### src/rtl/simple_sys_pkg.sv
// Device map, register offsets and device select type
// for the simple bus-based system

`default_nettype none

package simple_sys_pkg;

  // Selected device on the shared bus
  typedef enum logic [1:0] {
    DevRam,
    DevSimCtrl,
    DevTimer,
    DevNone
  } dev_sel_e;

  // Device windows, compared under the mask
  localparam logic [31:0] RamBase     = 32'h0010_0000;
  localparam logic [31:0] RamMask     = ~32'h000F_FFFF; // 1 MB
  localparam logic [31:0] SimCtrlBase = 32'h0002_0000;
  localparam logic [31:0] SimCtrlMask = ~32'h0000_03FF; // 1 kB
  localparam logic [31:0] TimerBase   = 32'h0003_0000;
  localparam logic [31:0] TimerMask   = ~32'h0000_03FF; // 1 kB

  // Timer registers
  localparam logic [31:0] TimerMtimeLo = 32'h0000_0000;
  localparam logic [31:0] TimerMtimeHi = 32'h0000_0004;
  localparam logic [31:0] TimerCmpLo   = 32'h0000_0008;
  localparam logic [31:0] TimerCmpHi   = 32'h0000_000C;

  // Simulation control registers
  localparam logic [31:0] SimCharOffs = 32'h0000_0000;
  localparam logic [31:0] SimHaltOffs = 32'h0000_0008;

endpackage

`default_nettype wire

### src/rtl/wb_if.sv
// Wishbone classic link with host and device modports

`timescale 1ns/1ps
`default_nettype none

interface wb_if (
  input logic clk_i
);

  // Request side, driven by the host
  logic        cyc;
  logic        stb;
  logic        we;
  logic [3:0]  sel;
  logic [31:0] adr;
  logic [31:0] dat_w;

  // Response side, driven by the device
  logic [31:0] dat_r;
  logic        ack;
  logic        err;

  modport host (
    input  clk_i,
    output cyc, stb, we, sel, adr, dat_w,
    input  dat_r, ack, err
  );

  modport device (
    input  clk_i,
    input  cyc, stb, we, sel, adr, dat_w,
    output dat_r, ack, err
  );

endinterface

`default_nettype wire

### src/rtl/bus_ctrl.sv
// Address decoder and response mux for one host and three devices
// Unmapped accesses get a registered one-cycle error

`timescale 1ns/1ps
`default_nettype none

module bus_ctrl (
  input logic  clk_i,
  input logic  rst_n_i,
  wb_if.device host_i,
  wb_if.host   ram_o,
  wb_if.host   tmr_o,
  wb_if.host   sim_o
);

  simple_sys_pkg::dev_sel_e dev_sel;
  logic                     dec_err_q;

  // Device select from base and mask
  always_comb begin
    dev_sel = simple_sys_pkg::DevNone;
    if ((host_i.adr & simple_sys_pkg::RamMask) == simple_sys_pkg::RamBase) begin
      dev_sel = simple_sys_pkg::DevRam;
    end else if ((host_i.adr & simple_sys_pkg::SimCtrlMask) == simple_sys_pkg::SimCtrlBase) begin
      dev_sel = simple_sys_pkg::DevSimCtrl;
    end else if ((host_i.adr & simple_sys_pkg::TimerMask) == simple_sys_pkg::TimerBase) begin
      dev_sel = simple_sys_pkg::DevTimer;
    end
  end

  // Only the selected device sees cyc and stb
  assign ram_o.cyc   = host_i.cyc & (dev_sel == simple_sys_pkg::DevRam);
  assign ram_o.stb   = host_i.stb & (dev_sel == simple_sys_pkg::DevRam);
  assign ram_o.we    = host_i.we;
  assign ram_o.sel   = host_i.sel;
  assign ram_o.adr   = host_i.adr;
  assign ram_o.dat_w = host_i.dat_w;

  assign tmr_o.cyc   = host_i.cyc & (dev_sel == simple_sys_pkg::DevTimer);
  assign tmr_o.stb   = host_i.stb & (dev_sel == simple_sys_pkg::DevTimer);
  assign tmr_o.we    = host_i.we;
  assign tmr_o.sel   = host_i.sel;
  assign tmr_o.adr   = host_i.adr;
  assign tmr_o.dat_w = host_i.dat_w;

  assign sim_o.cyc   = host_i.cyc & (dev_sel == simple_sys_pkg::DevSimCtrl);
  assign sim_o.stb   = host_i.stb & (dev_sel == simple_sys_pkg::DevSimCtrl);
  assign sim_o.we    = host_i.we;
  assign sim_o.sel   = host_i.sel;
  assign sim_o.adr   = host_i.adr;
  assign sim_o.dat_w = host_i.dat_w;

  // Decode error, answered once per held strobe
  always_ff @(posedge clk_i) begin
    if (!rst_n_i) begin
      dec_err_q <= 1'b0;
    end else begin
      dec_err_q <= host_i.cyc & host_i.stb & ~dec_err_q &
                   (dev_sel == simple_sys_pkg::DevNone);
    end
  end

  // Response mux
  always_comb begin
    case (dev_sel)
      simple_sys_pkg::DevRam: begin
        host_i.dat_r = ram_o.dat_r;
        host_i.ack   = ram_o.ack;
        host_i.err   = ram_o.err;
      end
      simple_sys_pkg::DevTimer: begin
        host_i.dat_r = tmr_o.dat_r;
        host_i.ack   = tmr_o.ack;
        host_i.err   = tmr_o.err;
      end
      simple_sys_pkg::DevSimCtrl: begin
        host_i.dat_r = sim_o.dat_r;
        host_i.ack   = sim_o.ack;
        host_i.err   = sim_o.err;
      end
      default: begin
        host_i.dat_r = '0;
        host_i.ack   = 1'b0;
        host_i.err   = dec_err_q;
      end
    endcase
  end

endmodule

`default_nettype wire

### src/flat_wrapper.sv
// flat-port wrapper written by rule: the top's interface ports become plain ports
module bus_ctrl_flat 
  (clk_i, rst_n_i, host_i_cyc, host_i_stb, host_i_we, host_i_sel, host_i_adr, host_i_dat_w, host_i_dat_r, host_i_ack, host_i_err, ram_o_cyc, ram_o_stb, ram_o_we, ram_o_sel, ram_o_adr, ram_o_dat_w, ram_o_dat_r, ram_o_ack, ram_o_err, tmr_o_cyc, tmr_o_stb, tmr_o_we, tmr_o_sel, tmr_o_adr, tmr_o_dat_w, tmr_o_dat_r, tmr_o_ack, tmr_o_err, sim_o_cyc, sim_o_stb, sim_o_we, sim_o_sel, sim_o_adr, sim_o_dat_w, sim_o_dat_r, sim_o_ack, sim_o_err);
  wb_if host_i_i (.clk_i(clk_i));
  wb_if ram_o_i (.clk_i(clk_i));
  wb_if tmr_o_i (.clk_i(clk_i));
  wb_if sim_o_i (.clk_i(clk_i));
  input logic clk_i;
  input logic rst_n_i;
  input wire logic [$bits(host_i_i.cyc)-1:0] host_i_cyc;
  input wire logic [$bits(host_i_i.stb)-1:0] host_i_stb;
  input wire logic [$bits(host_i_i.we)-1:0] host_i_we;
  input wire logic [$bits(host_i_i.sel)-1:0] host_i_sel;
  input wire logic [$bits(host_i_i.adr)-1:0] host_i_adr;
  input wire logic [$bits(host_i_i.dat_w)-1:0] host_i_dat_w;
  output wire logic [$bits(host_i_i.dat_r)-1:0] host_i_dat_r;
  output wire logic [$bits(host_i_i.ack)-1:0] host_i_ack;
  output wire logic [$bits(host_i_i.err)-1:0] host_i_err;
  output wire logic [$bits(ram_o_i.cyc)-1:0] ram_o_cyc;
  output wire logic [$bits(ram_o_i.stb)-1:0] ram_o_stb;
  output wire logic [$bits(ram_o_i.we)-1:0] ram_o_we;
  output wire logic [$bits(ram_o_i.sel)-1:0] ram_o_sel;
  output wire logic [$bits(ram_o_i.adr)-1:0] ram_o_adr;
  output wire logic [$bits(ram_o_i.dat_w)-1:0] ram_o_dat_w;
  input wire logic [$bits(ram_o_i.dat_r)-1:0] ram_o_dat_r;
  input wire logic [$bits(ram_o_i.ack)-1:0] ram_o_ack;
  input wire logic [$bits(ram_o_i.err)-1:0] ram_o_err;
  output wire logic [$bits(tmr_o_i.cyc)-1:0] tmr_o_cyc;
  output wire logic [$bits(tmr_o_i.stb)-1:0] tmr_o_stb;
  output wire logic [$bits(tmr_o_i.we)-1:0] tmr_o_we;
  output wire logic [$bits(tmr_o_i.sel)-1:0] tmr_o_sel;
  output wire logic [$bits(tmr_o_i.adr)-1:0] tmr_o_adr;
  output wire logic [$bits(tmr_o_i.dat_w)-1:0] tmr_o_dat_w;
  input wire logic [$bits(tmr_o_i.dat_r)-1:0] tmr_o_dat_r;
  input wire logic [$bits(tmr_o_i.ack)-1:0] tmr_o_ack;
  input wire logic [$bits(tmr_o_i.err)-1:0] tmr_o_err;
  output wire logic [$bits(sim_o_i.cyc)-1:0] sim_o_cyc;
  output wire logic [$bits(sim_o_i.stb)-1:0] sim_o_stb;
  output wire logic [$bits(sim_o_i.we)-1:0] sim_o_we;
  output wire logic [$bits(sim_o_i.sel)-1:0] sim_o_sel;
  output wire logic [$bits(sim_o_i.adr)-1:0] sim_o_adr;
  output wire logic [$bits(sim_o_i.dat_w)-1:0] sim_o_dat_w;
  input wire logic [$bits(sim_o_i.dat_r)-1:0] sim_o_dat_r;
  input wire logic [$bits(sim_o_i.ack)-1:0] sim_o_ack;
  input wire logic [$bits(sim_o_i.err)-1:0] sim_o_err;
  assign host_i_i.cyc = host_i_cyc;
  assign host_i_i.stb = host_i_stb;
  assign host_i_i.we = host_i_we;
  assign host_i_i.sel = host_i_sel;
  assign host_i_i.adr = host_i_adr;
  assign host_i_i.dat_w = host_i_dat_w;
  assign host_i_dat_r = host_i_i.dat_r;
  assign host_i_ack = host_i_i.ack;
  assign host_i_err = host_i_i.err;
  assign ram_o_cyc = ram_o_i.cyc;
  assign ram_o_stb = ram_o_i.stb;
  assign ram_o_we = ram_o_i.we;
  assign ram_o_sel = ram_o_i.sel;
  assign ram_o_adr = ram_o_i.adr;
  assign ram_o_dat_w = ram_o_i.dat_w;
  assign ram_o_i.dat_r = ram_o_dat_r;
  assign ram_o_i.ack = ram_o_ack;
  assign ram_o_i.err = ram_o_err;
  assign tmr_o_cyc = tmr_o_i.cyc;
  assign tmr_o_stb = tmr_o_i.stb;
  assign tmr_o_we = tmr_o_i.we;
  assign tmr_o_sel = tmr_o_i.sel;
  assign tmr_o_adr = tmr_o_i.adr;
  assign tmr_o_dat_w = tmr_o_i.dat_w;
  assign tmr_o_i.dat_r = tmr_o_dat_r;
  assign tmr_o_i.ack = tmr_o_ack;
  assign tmr_o_i.err = tmr_o_err;
  assign sim_o_cyc = sim_o_i.cyc;
  assign sim_o_stb = sim_o_i.stb;
  assign sim_o_we = sim_o_i.we;
  assign sim_o_sel = sim_o_i.sel;
  assign sim_o_adr = sim_o_i.adr;
  assign sim_o_dat_w = sim_o_i.dat_w;
  assign sim_o_i.dat_r = sim_o_dat_r;
  assign sim_o_i.ack = sim_o_ack;
  assign sim_o_i.err = sim_o_err;
  bus_ctrl u_core (.clk_i(clk_i), .rst_n_i(rst_n_i), .host_i(host_i_i), .ram_o(ram_o_i), .tmr_o(tmr_o_i), .sim_o(sim_o_i));
endmodule
### config.mk
export PLATFORM = sky130hd
export DESIGN_NAME = bus_ctrl_flat
export DESIGN_NICKNAME = d
export VERILOG_FILES = /design/src/rtl/simple_sys_pkg.sv /design/src/rtl/wb_if.sv /design/src/rtl/bus_ctrl.sv /design/src/flat_wrapper.sv
export SDC_FILE = /design/constraint.sdc
export NUM_CORES = 1
export LEC_CHECK = 0
export ABC_AREA = 0
export BUFFER_PORTS_ARGS = -buffer_cell sky130_fd_sc_hd__buf_2
export CAP_MARGIN = 10
export CORE_AREA = 4 4 163 165
export DETAILED_ROUTE_END_ITERATION = 8
export DIE_AREA = 0 0 167 169
export HOLD_SLACK_MARGIN = 0.06
export PLACE_DENSITY_LB_ADDON = 0.12
export REMOVE_ABC_BUFFERS = 1
export SYNTH_ARGS = -nofsm -noshare
export SYNTH_HDL_FRONTEND = slang
export SYNTH_SLANG_ARGS = --single-unit
### constraint.sdc
create_clock -name clk_i -period 7.55 [get_ports clk_i]
set_input_delay 1.51 -clock clk_i [delete_from_list [all_inputs] [get_ports clk_i]]
set_output_delay 1.51 -clock clk_i [all_outputs]
set_load 0.005 [all_outputs]
**Word level (Yosys, flattened, before mapping)**

Index checks and enable logic that the tools add are counted.

- Div/mod/pow operators: 0
- Equal/unequal tests: 6
- Shift-type cells: 0
- Multiplexer cells: 6
- Bitwise operators: 10
- $mul: 0
- Add/subtract/negate cells: 0
- $lt $le $gt $ge: 0
- Reductions and logical operators: 1

Operators with widths:

| operator | count |
|---|---|
| $pmux W32 S3 | 1 |
| $eq A22 B8 Y1 const B | 2 |
| $eq A12 B1 Y1 const B | 1 |
| $and A1 B1 Y1 | 9 |
| $pmux W1 S3 | 2 |
| $eq A2 B2 Y1 const B | 2 |
| $mux W2 | 2 |
| $eq A2 B1 Y1 const B | 1 |
| $logic_not A2 Y1 | 1 |
| $mux W1 | 1 |
| $not A1 Y1 | 1 |

- Logic and storage cells: 24
- Bits in writable memories: 0
- Memories kept: 0
- Bits in registers: 1
- Latch bits: 0
- Output and inout bits: 247
- Memory bits (read-only): 0

**Longest topological paths before layout**

Gate-level depths: netlist (run 1).

- Word-level depth: 6
- Gate-level depth with buffers: 6

**Least setup slack after synthesis (run 1)**

OpenSTA, ideal clock, no wires.

- Path kind: input to output
- From: input host_i_adr[19]
- To: output host_i_dat_r[10]
- Arrival time: 3.112 ns
- Stages on the path: 5
- Path slack: 2.928 ns
- Path through: or4_4 -> or3_4 -> nor4_4 -> buf_6 -> a221o_2

- Cells in the longest elaborated chain, start to end: 6

RTL lines:

| what | RTL line | text |
|---|---|---|
| from (decl) | flat_wrapper.sv:14 | `input wire logic [$bits(host_i_i.adr)-1:0] host_i_adr;` |
| $eq A22 B8 Y1 | bus_ctrl.sv:26 | `end else if ((host_i.adr & simple_sys_pkg::TimerMask) == simple_sys_pkg::TimerBase) begin` |
| $mux W1 | bus_ctrl.sv:26 |  |
| $mux W2 * | bus_ctrl.sv:24 | `end else if ((host_i.adr & simple_sys_pkg::SimCtrlMask) == simple_sys_pkg::SimCtrlBase) begin` |
| $mux W2 * | bus_ctrl.sv:22 | `if ((host_i.adr & simple_sys_pkg::RamMask) == simple_sys_pkg::RamBase) begin` |
| $eq A2 B1 Y1, or another cell as far along | bus_ctrl.sv:65 | `case (dev_sel)` |
| $pmux W32 S3 * | bus_ctrl.sv:65 |  |
| to (decl) | flat_wrapper.sv:16 | `output wire logic [$bits(host_i_i.dat_r)-1:0] host_i_dat_r;` |

Every way passes the cells marked *; elsewhere a longest branch is shown, timed or not.

**Worst setup path in the final report (run 1)**

- From: input host_i_adr[20]
- To: output host_i_dat_r[31]

- Cells in the longest elaborated chain, start to end: 6

RTL lines:

| what | RTL line |
|---|---|
| $eq A22 B8 Y1 | bus_ctrl.sv:26 |
| $mux W1 | bus_ctrl.sv:26 |
| $mux W2 | bus_ctrl.sv:24 |
| $mux W2 * | bus_ctrl.sv:22 |
| $eq A2 B1 Y1, or another cell as far along | bus_ctrl.sv:65 |
| $pmux W32 S3 * | bus_ctrl.sv:65 |

Marks and branches as above.

==> out/metrics.yaml, run 1 <==
status:
  status: "finished, final reports clean"
floorplanning:
  die_y_um: 169
  rows: 58
  design.core.area_um2: 25040
  num_io_pins: 422
  dieArea_um2: 28220
  initial_core_util_pct: 9.710
  die_x_um: 167
synthesis:
  synth_cell_types: 26
  syn_inst: 313
  synth_top_family_by_area: "buffers and inverters"
  avgSynthCellArea_um2: 7.767
  synthAdderAreaFrac_pct: 0
  synthSimpleGateAreaFrac_pct: 15.54
  syn_area_um2: 2431
  synth_seq_cells: 1
  yosysTopAreaCellShare_pct: 64.23
  synthXorXnorAreaFrac_pct: 0
  ys_seq_area_share_pct: 0.8235
  synthMuxAreaShare_pct: 0
  synthTopCellsByArea: "buf_4, a221o_2, and2_0"
  yosysTopAreaCell: "buf_4"
  synth_compound_area_share_pct: 16.68
  yosys_warnings: 0
global_route:
  grt_antenna_before_repair: 6
  grt_pass1_vias: 2294
  grt_pass1_wl_um: 25480
  grtUsageTotal_pct: 13.45
  grt_max_degree: 36
  grt-ovfl-total: 0
routing:
  num_vias: 2232
  wire_per_inst_um: 31.27
  ant_nets: 0
  drt_iter0_drc: 85
  postRouteWirelength_um: 20670
  viasPerCell: 3.377
  drc: 0
  firstDrtPassIters: 4
critical_path:
  crit_start: "host_i_adr[20]"
  rr_worst_depth: 2
  worst-path-buf-inv: 2
  required_ns: 6.04
  path_cells: "buf_2 > or4_4 > or4_1 > nor2_4 > a221o_2 > buf_2"
  crit_fanout: 33
  cp_num_cells: 6
  critical_path.top_delay_family: "simple AND/OR/NAND/NOR gates"
  worstSetupEndpoint: "host_i_dat_r[31]"
  critPathLaunchType: "input pin"
  crit_type: "in2out"
  r2r_setup_slack_ns: 6.82
  cp_slowest_stage_delay_ns: 0.76
  crit_slowest_cell: "nor2_4"
  reg2reg_to: "u_core.dec_err_q$_SDFF_PN0_"
  r2r-start: "u_core.dec_err_q$_SDFF_PN0_"
  cp-end-kind: "primary output"
  cp_common_cell: "buf_2"
  cp.arrival_ns: 3.98
power_and_ir_drop:
  p_leak_nw: 1.270
  power.density_nw_per_um2: 28.78
  finalPower_uw: 69.36
  worst_ir_drop_vdd_mv: 0.01361
finish:
  fin_nets: 508
  final_cells: 661
  fin_util_pct: 9.625
  diodes: 0
  largest_reg_flops: 1
  synthToLayoutAreaGrowth_pct: -0.8750
  drive_gt1_share_pct: 82.78
  reg_top3: "u_core.dec_err_q x1"
  regMostFlops: "u_core.dec_err_q"
  nFillCells: 2965
placed_design:
  gp_congestion: 0.8270
  dp_hpwl_um: 19020
  place_inst: 661
  portBuffers: 233
sta:
  tightest_slew_ns: 0.9545
  fmax_mhz: 182.3
  max-slew-margin-rel_pct: 36.21
  finalMaxSlewViolations: 0
  setup_viol: 0
  finClkSkew_ns: 0
  rsz0062_at_grt: "no"
  hold_ws_ns: 0.5919
  hold_viol_final: 0
  min_period_ns: 5.486
  finalSetupTns_ns: 0
  finalCritPeriodShare_pct: 72.67
cts:
  ctsResizeCount: 0
  post-cts-setup-buffer-count: 0
  path_clk_slew_ns: 0
  clkLatencyLatePin_ns: 0
  holdBufCountCts: 0
job:
  cap_violations: 0
hold_path:
  hold_class: "reg2reg"
  worstHoldPathCells: 2
[how the worst min path moves through the flow]
stage                                startpoint                     endpoint  slack (ns)
CTS                 u_core.dec_err_q$_SDFF_PN0_  u_core.dec_err_q$_SDFF_PN0_        0.60
detailed placement  u_core.dec_err_q$_SDFF_PN0_  u_core.dec_err_q$_SDFF_PN0_        0.60
global route        u_core.dec_err_q$_SDFF_PN0_  u_core.dec_err_q$_SDFF_PN0_        0.63
floorplan           u_core.dec_err_q$_SDFF_PN0_  u_core.dec_err_q$_SDFF_PN0_        0.55
global placement    u_core.dec_err_q$_SDFF_PN0_  u_core.dec_err_q$_SDFF_PN0_        0.59
finish              u_core.dec_err_q$_SDFF_PN0_  u_core.dec_err_q$_SDFF_PN0_        0.59
[synthesized netlist by cell type, drive strengths merged]
cell	instances
o211ai	1
a41oi	1
and2	37
and3	3
a21oi	1
a221o	33
nor3	1
buf	213
or3	1
and4	2
nand3	2
o31ai	1
o21ai	1
dfxtp	1
nor2	1
or4	3
nand2b	1
nor4	4
clkbuf	4
inv	2
[per-layer routing]
| layer | GRT usage, % | routed length, µm |
|---|---|---|
| met5 | 5.217 | 191 |
| met4 | 1.032 | 206 |
| met3 | 14.78 | 4671 |
| met2 | 21.22 | 9101 |
| met1 | 12.00 | 6500 |
[cells by family (layout without fill, tap and decap cells)]
kind of cell           count (synthesis)  after routing
buffers and inverters                219            237
flip-flops                             1              1
AO/OA/AOI/OAI                         38             38
AND/OR/NAND/NOR                       55             55
[where the power goes]
part           switching (mW)  leakage, nW  internal (mW)
Combinational          0.0272         1.26         0.0365
Clock                       0            0              0
Sequential          0.0000604      0.00820        0.00561
Total                  0.0273         1.27         0.0421
[cell type report]
cell class | instances | area (µm²) | area share, %
Tap cell | 330 | 412.9 | 17.13
Timing Repair Buffer | 235 | 1181 | 49.01
Inverter | 2 | 7.507 | 0.3115
Multi-Input combinational cell | 93 | 788.3 | 32.71
Sequential cell | 1 | 20.02 | 0.8307
[cells in the final DEF (no fill, tap or decap), types with 2 or more instances in the layout]
cell / synthesis / final
and2_0: 31 / 31
or4_4: 2 / 2
and3_1: 3 / 3
buf_4: 208 / 2
nor4_1: 3 / 3
nand3_1: 2 / 2
inv_1: 2 / 2
buf_2: 2 / 233
and2_1: 6 / 6
a221o_2: 33 / 33
[worst register-to-register path, stage by stage, from the launching register on]
cell and delay (ns):
dfxtp_1 0.28, a21oi_1 0.18, and4_1 0.21
[per-stage QoR]
step	setup slack (ns)	area, µm²
after CTS	1.985	2410
after global routing	1.914	2410
after floorplan	2.437	810.8
after global placement	2.021	2410
final	2.064	2410
after detailed placement	1.989	2410
No activity file was read; power rests on OpenSTA's default activity.
==> run 2: changes to the inputs <==
--- a/config.mk
+++ b/config.mk
@@ -8,9 +8,9 @@
 export ABC_AREA = 0
 export BUFFER_PORTS_ARGS = -buffer_cell sky130_fd_sc_hd__buf_2
 export CAP_MARGIN = 10
-export CORE_AREA = 4 4 163 165
+export CORE_AREA = 4 4 164 166
 export DETAILED_ROUTE_END_ITERATION = 8
-export DIE_AREA = 0 0 167 169
+export DIE_AREA = 0 0 168 170
 export HOLD_SLACK_MARGIN = 0.06
 export PLACE_DENSITY_LB_ADDON = 0.12
 export REMOVE_ABC_BUFFERS = 1
==> constraint.sdc (replaced) <==
create_clock -name clk_i -period 5.5 [get_ports clk_i]
set_input_delay 1.1 -clock clk_i [delete_from_list [all_inputs] [get_ports clk_i]]
set_output_delay 1.1 -clock clk_i [all_outputs]
set_load 0.005 [all_outputs]
==> run 2 against run 1 <==
Utilization shrank 0.16 points; final cell count grew 0.91%; clock skew unchanged; global-route usage shrank 0.95 points; total power increased by 35%; first-iteration DRC count grew 32%; via count up 0.13%; sequential cell count did not move; worst hold slack better by 0.026 ns; register-to-register slack worse by 2.1 ns; critical path type unchanged; highest routed layer unchanged.
==> out/metrics.yaml, run 2 (same netlist as run 1, synthesis figures left out) <==
finish:
  multi_input_area_um2: 788.3  # unchanged
  largest_reg_flops: 1  # unchanged
  fin_nets: 509  # +0.20%
  regArea_um2: 20.02  # unchanged
  regMostFlops: "u_core.dec_err_q"
  layout_common_cells: "buf_2, a221o_2, and2_0"
  diodes: 0  # unchanged
  reg_top3: "u_core.dec_err_q x1"
  synthToLayoutAreaGrowth_pct: -0.3090
  final_common_cell: "buf_2"
  fin_area_um2: 2424  # +0.57%
  fin_util_pct: 9.461  # -0.16 points
  drive_gt1_share_pct: 82.83  # about the same
  nFillCells: 3026  # +2.1%
critical_path:
  rr_worst_depth: 2  # unchanged
  cp.arrival_ns: 3.44  # -0.54 ns
  reg2reg_to: "u_core.dec_err_q$_SDFF_PN0_"
  r2r-start: "u_core.dec_err_q$_SDFF_PN0_"
  cp_slowest_stage_delay_ns: 0.57  # -0.19 ns
  critPathLaunchType: "input pin"
  cp_num_cells: 7  # +1
  crit_type: "in2out"
  r2r_setup_slack_ns: 4.75  # -2.07 ns
  cp_common_cell: "buf_2"
  path_cells: "buf_2 > or4_4 > or4_1 > nor2_4 > buf_4 > a221o_2 > buf_2"
  crit_start: "host_i_adr[19]"
  required_ns: 4.40  # -1.64 ns
  worstSetupEndpoint: "host_i_dat_r[19]"
  crit_slowest_cell: "or4_4"
  worst-path-buf-inv: 3  # +1
  crit_fanout: 19  # -42%
  critical_path.top_delay_family: "simple AND/OR/NAND/NOR gates"
  cp-end-kind: "primary output"
routing:
  drt_iter0_drc: 112  # +32%
  viasPerCell: 3.351  # -0.77%
  postRouteWirelength_um: 19670  # -4.8%
  firstDrtPassIters: 4  # unchanged
  ant_nets: 0  # unchanged
  num_vias: 2235  # +0.13%
  wire_per_inst_um: 29.49  # -5.7%
  drc: 0  # unchanged
sta:
  fin_ws_ns: 0.9596  # -1.104 ns
  finalMaxSlewViolations: 0  # unchanged
  rsz0062_at_grt: "no"
  max-slew-margin-rel_pct: 53.67  # +17 points
  tightest_slew_ns: 0.6950  # -0.2595 ns
  hold_viol_final: 0  # unchanged
  finalCritPeriodShare_pct: 82.55
  setup_viol: 0  # unchanged
  min_period_ns: 4.540
  finalSetupTns_ns: 0  # unchanged
  finClkSkew_ns: 0  # unchanged
  fmax_mhz: 220.2
placed_design:
  pre_cts_slack_ns: 0.9208  # -1.068 ns
  gp_congestion: 0.8276  # about the same
  dp_hpwl_um: 18110  # -4.8%
  placed_area_um2: 2424  # +0.57%
  portBuffers: 233  # unchanged
cts:
  holdBufCountCts: 0  # unchanged
  path_clk_slew_ns: 0  # unchanged
  ctsResizeCount: 0  # unchanged
  clkLatencyLatePin_ns: 0  # unchanged
  post-cts-setup-buffer-count: 0  # unchanged
power_and_ir_drop:
  p_leak_nw: 1.275  # +0.43%
  power.density_nw_per_um2: 38.62  # +34%
  worst_ir_drop_vdd_mv: 0.01374  # +0.95%
  finalPower_uw: 93.59  # +35%
job:
  cap_violations: 0  # unchanged
floorplanning:
  design.core.area_um2: 25620  # +2.3%
  die_x_um: 168  # +0.60%
  rows: 59  # +1.7%
  initial_core_util_pct: 9.491  # -0.22 points
  dieArea_um2: 28560  # +1.2%
  die_y_um: 170  # +0.59%
  num_io_pins: 422  # unchanged
global_route:
  grt_pass1_vias: 2159  # -5.9%
  grtUsageTotal_pct: 12.49  # -0.95 points
  grt_pass1_wl_um: 23840  # -6.4%
  grt-ovfl-total: 0  # unchanged
  grt_antenna_before_repair: 4  # -2
  grt_max_degree: 36  # unchanged
status:
  status: "finished, final reports clean"
hold_path:
  hold_class: "reg2reg"
run 2: changes by cell type in the layout (fill, tap and decap cells not counted), sizes merged:
cell	change
buf	+1
run 2: area by class of cell:
class / instances / area share, %
Inverter: 2 / 0.3098
Multi-Input combinational cell: 93 / 32.52
Sequential cell: 1 / 0.8260
Tap cell: 335 / 17.29
Timing Repair Buffer: 236 / 49.05
run 2: power breakdown:
group / switching [mW] / internal, mW
logic: 0.0357 / 0.0500
registers: 0.000141 / 0.00771
clock network: 0 / 0
total: 0.0359 / 0.0577
run 2: worst reg2reg max path, stage by stage (launching register included):
cell and delay, ns:
dfxtp_1 0.29, a21oi_1 0.19, and4_1 0.21
run 2: worst min path at each step:
stage / slack, ns / to / depth (start not counted) / startpoint
after global placement: 0.64 / u_core.dec_err_q$_SDFF_PN0_ / 2 / u_core.dec_err_q$_SDFF_PN0_
after global routing: 0.62 / u_core.dec_err_q$_SDFF_PN0_ / 2 / u_core.dec_err_q$_SDFF_PN0_
after detailed placement: 0.61 / u_core.dec_err_q$_SDFF_PN0_ / 2 / u_core.dec_err_q$_SDFF_PN0_
after CTS: 0.62 / u_core.dec_err_q$_SDFF_PN0_ / 2 / u_core.dec_err_q$_SDFF_PN0_
final: 0.62 / u_core.dec_err_q$_SDFF_PN0_ / 2 / u_core.dec_err_q$_SDFF_PN0_
after floorplan: 0.55 / u_core.dec_err_q$_SDFF_PN0_ / 2 / u_core.dec_err_q$_SDFF_PN0_
run 2: routing by layer:
| metal | wire [µm] | part of all wire [%] | global-route usage [%] |
|---|---|---|---|
| met1 | 5984 | 30 | 11.10 |
| met2 | 8796 | 45 | 20.18 |
| met3 | 4522 | 23 | 13.52 |
| met4 | 50 | 0.25 | 0.2117 |
| met5 | 318 | 1.6 | 6.522 |
run 2: metrics by stage:
stage / std cells / hold WS (ns)
after global placement: 667 / 0.6397
final: 667 / 0.6181
after floorplan: 96 / 0.5524
after CTS: 667 / 0.6192
after detailed placement: 667 / 0.6099
after global routing: 667 / 0.6210
==> run 3: changes to the inputs <==
==> constraint.sdc (replaced) <==
create_clock -name clk_i -period 4.76 [get_ports clk_i]
set_input_delay 0.952 -clock clk_i [delete_from_list [all_inputs] [get_ports clk_i]]
set_output_delay 0.952 -clock clk_i [all_outputs]
set_load 0.005 [all_outputs]
==> run 3 against run 2 <==
Design area rose by 0.31%; clock skew is the same; critical path depth did not move; setup slack lost 0.19 ns; wire length grew 0.75%; register-to-register slack worse by 0.75 ns; sequential cell count unchanged; total power grew 17%; worst hold slack better by 0.0097 ns; die area is the same; utilization about the same; critical endpoint is now host_i_dat_r[25].
==> out/metrics.yaml, run 3 (same netlist as run 1, synthesis figures left out) <==
finish:
  nFillCells: 3014  # -0.40%
  final_cells: 668  # +0.15%
  regMostFlops: "u_core.dec_err_q"
  diodes: 0  # unchanged
  multi_input_area_um2: 788.3  # unchanged
  final_common_cell: "buf_2"
  regArea_um2: 20.02  # unchanged
  reg_top3: "u_core.dec_err_q x1"
  fin_area_um2: 2431  # +0.31%
  fin_nets: 510  # +0.20%
  synthToLayoutAreaGrowth_pct: -0.00008227
  fin_util_pct: 9.491  # +0.029 points
  largest_reg_flops: 1  # unchanged
  drive_gt1_share_pct: 82.88  # about the same
  layout_common_cells: "buf_2, a221o_2, and2_0"
power_and_ir_drop:
  power.density_nw_per_um2: 44.97  # +16%
  finalPower_uw: 109.3  # +17%
  worst_ir_drop_vdd_mv: 0.01737  # +26%
  p_leak_nw: 1.281  # +0.43%
critical_path:
  required_ns: 3.81  # -0.59 ns
  cp.arrival_ns: 3.04  # -0.40 ns
  critical_path.top_delay_family: "simple AND/OR/NAND/NOR gates"
  crit_slowest_cell: "nor4_1"
  r2r_setup_slack_ns: 4.00  # -0.75 ns
  crit_fanout: 20  # +1
  cp_common_cell: "buf_2"
  cp-end-kind: "primary output"
  crit_type: "in2out"
  critPathLaunchType: "input pin"
  cp_slowest_stage_delay_ns: 0.58  # about the same
  path_cells: "buf_2 > nor4_1 > nand3_1 > nor4_4 > buf_4 > a221o_2 > buf_2"
  worst-path-buf-inv: 3  # unchanged
sta:
  fmax_mhz: 250.4
  rsz0062_at_grt: "no"
  finClkSkew_ns: 0  # unchanged
  tightest_slew_ns: 0.6880  # -0.007004 ns
  max-slew-margin-rel_pct: 54.14  # +0.47 points
  finalCritPeriodShare_pct: 83.90
  setup_viol: 0  # unchanged
  min_period_ns: 3.994
  hold_viol_final: 0  # unchanged
  finalSetupTns_ns: 0  # unchanged
  finalMaxSlewViolations: 0  # unchanged
floorplanning:
  initial_core_util_pct: 9.491  # unchanged
  design.core.area_um2: 25620  # unchanged
  die_x_um: 168  # unchanged
  dieArea_um2: 28560  # unchanged
  die_y_um: 170  # unchanged
  rows: 59  # unchanged
  num_io_pins: 422  # unchanged
cts:
  ctsResizeCount: 0  # unchanged
  holdBufCountCts: 0  # unchanged
  clkLatencyLatePin_ns: 0  # unchanged
  post-cts-setup-buffer-count: 0  # unchanged
  path_clk_slew_ns: 0  # unchanged
hold_path:
  hold_class: "reg2reg"
placed_design:
  portBuffers: 233  # unchanged
  place_inst: 668  # +0.15%
  dp_hpwl_um: 18190  # +0.46%
  gp_congestion: 0.8703  # +5.2%
  placed_area_um2: 2431  # +0.31%
routing:
  postRouteWirelength_um: 19820  # +0.75%
  firstDrtPassIters: 4  # unchanged
  drc: 0  # unchanged
  wire_per_inst_um: 29.67  # +0.60%
  num_vias: 2306  # +3.2%
  ant_nets: 0  # unchanged
  viasPerCell: 3.452  # +3.0%
  drt_iter0_drc: 103  # -8.0%
status:
  status: "finished, final reports clean"
global_route:
  grt_antenna_before_repair: 4  # unchanged
  grt_pass1_vias: 2240  # +3.8%
  grt-ovfl-total: 0  # unchanged
  grt_max_degree: 36  # unchanged
  grtUsageTotal_pct: 12.55  # +0.053 points
  grt_pass1_wl_um: 24040  # +0.84%
job:
  cap_violations: 0  # unchanged
-- run 3: cell count changes in the layout (fill, tap and decap cells not counted) --
cell	before	now
buf_4	3	4
-- run 3: report_power, final --
group	switching (mW)	total, mW	internal (mW)	leakage [nW]
clock	0	0	0	0
sequential	0.000186	0.00909	0.00891	0.00820
combinational	0.0424	0.100	0.0578	1.27
-- run 3: final timing paths --
check | start | to | cells past startpoint
min reg2reg | u_core.dec_err_q$_SDFF_PN0_ | u_core.dec_err_q$_SDFF_PN0_ | 2
min | u_core.dec_err_q$_SDFF_PN0_ | u_core.dec_err_q$_SDFF_PN0_ | 2
max | host_i_adr[31] | host_i_dat_r[25] | 7
max reg2reg | u_core.dec_err_q$_SDFF_PN0_ | u_core.dec_err_q$_SDFF_PN0_ | 2
-- run 3: through the flow --
| stage | worst slack, ns | hold slack (ns) |
|---|---|---|
| floorplan | 0.7631 | 0.5524 |
| global placement | 0.6650 | 0.6256 |
| detailed placement | 0.6466 | 0.6277 |
| CTS | 0.6339 | 0.6319 |
| global route | 0.5604 | 0.6582 |
| finish | 0.7664 | 0.6278 |
-- run 3: layout make-up --
type	instances	share of cell area, %
repair buffers	237	49.20
inverters	2	0.3088
multi-input cells	93	32.42
flip-flops and latches	1	0.8235
well taps	335	17.24
-- run 3: tightest hold or removal path: stages (launching register included) --
cell and delay [ns]:
dfxtp_1 0.31, a21oi_1 0.07, and4_1 0.19
-- run 3: layer usage --
layer / track usage (%) / vias to the layer above / wire length, µm / share of wire [%]
met5: 6.355 / - / 306 / 1.5
met4: 1.306 / 14 / 258 / 1.3
met3: 13.26 / 19 / 4545 / 23
met2: 20.13 / 351 / 8853 / 45
met1: 11.02 / 1025 / 5854 / 30
li1: - / 897 / - / -
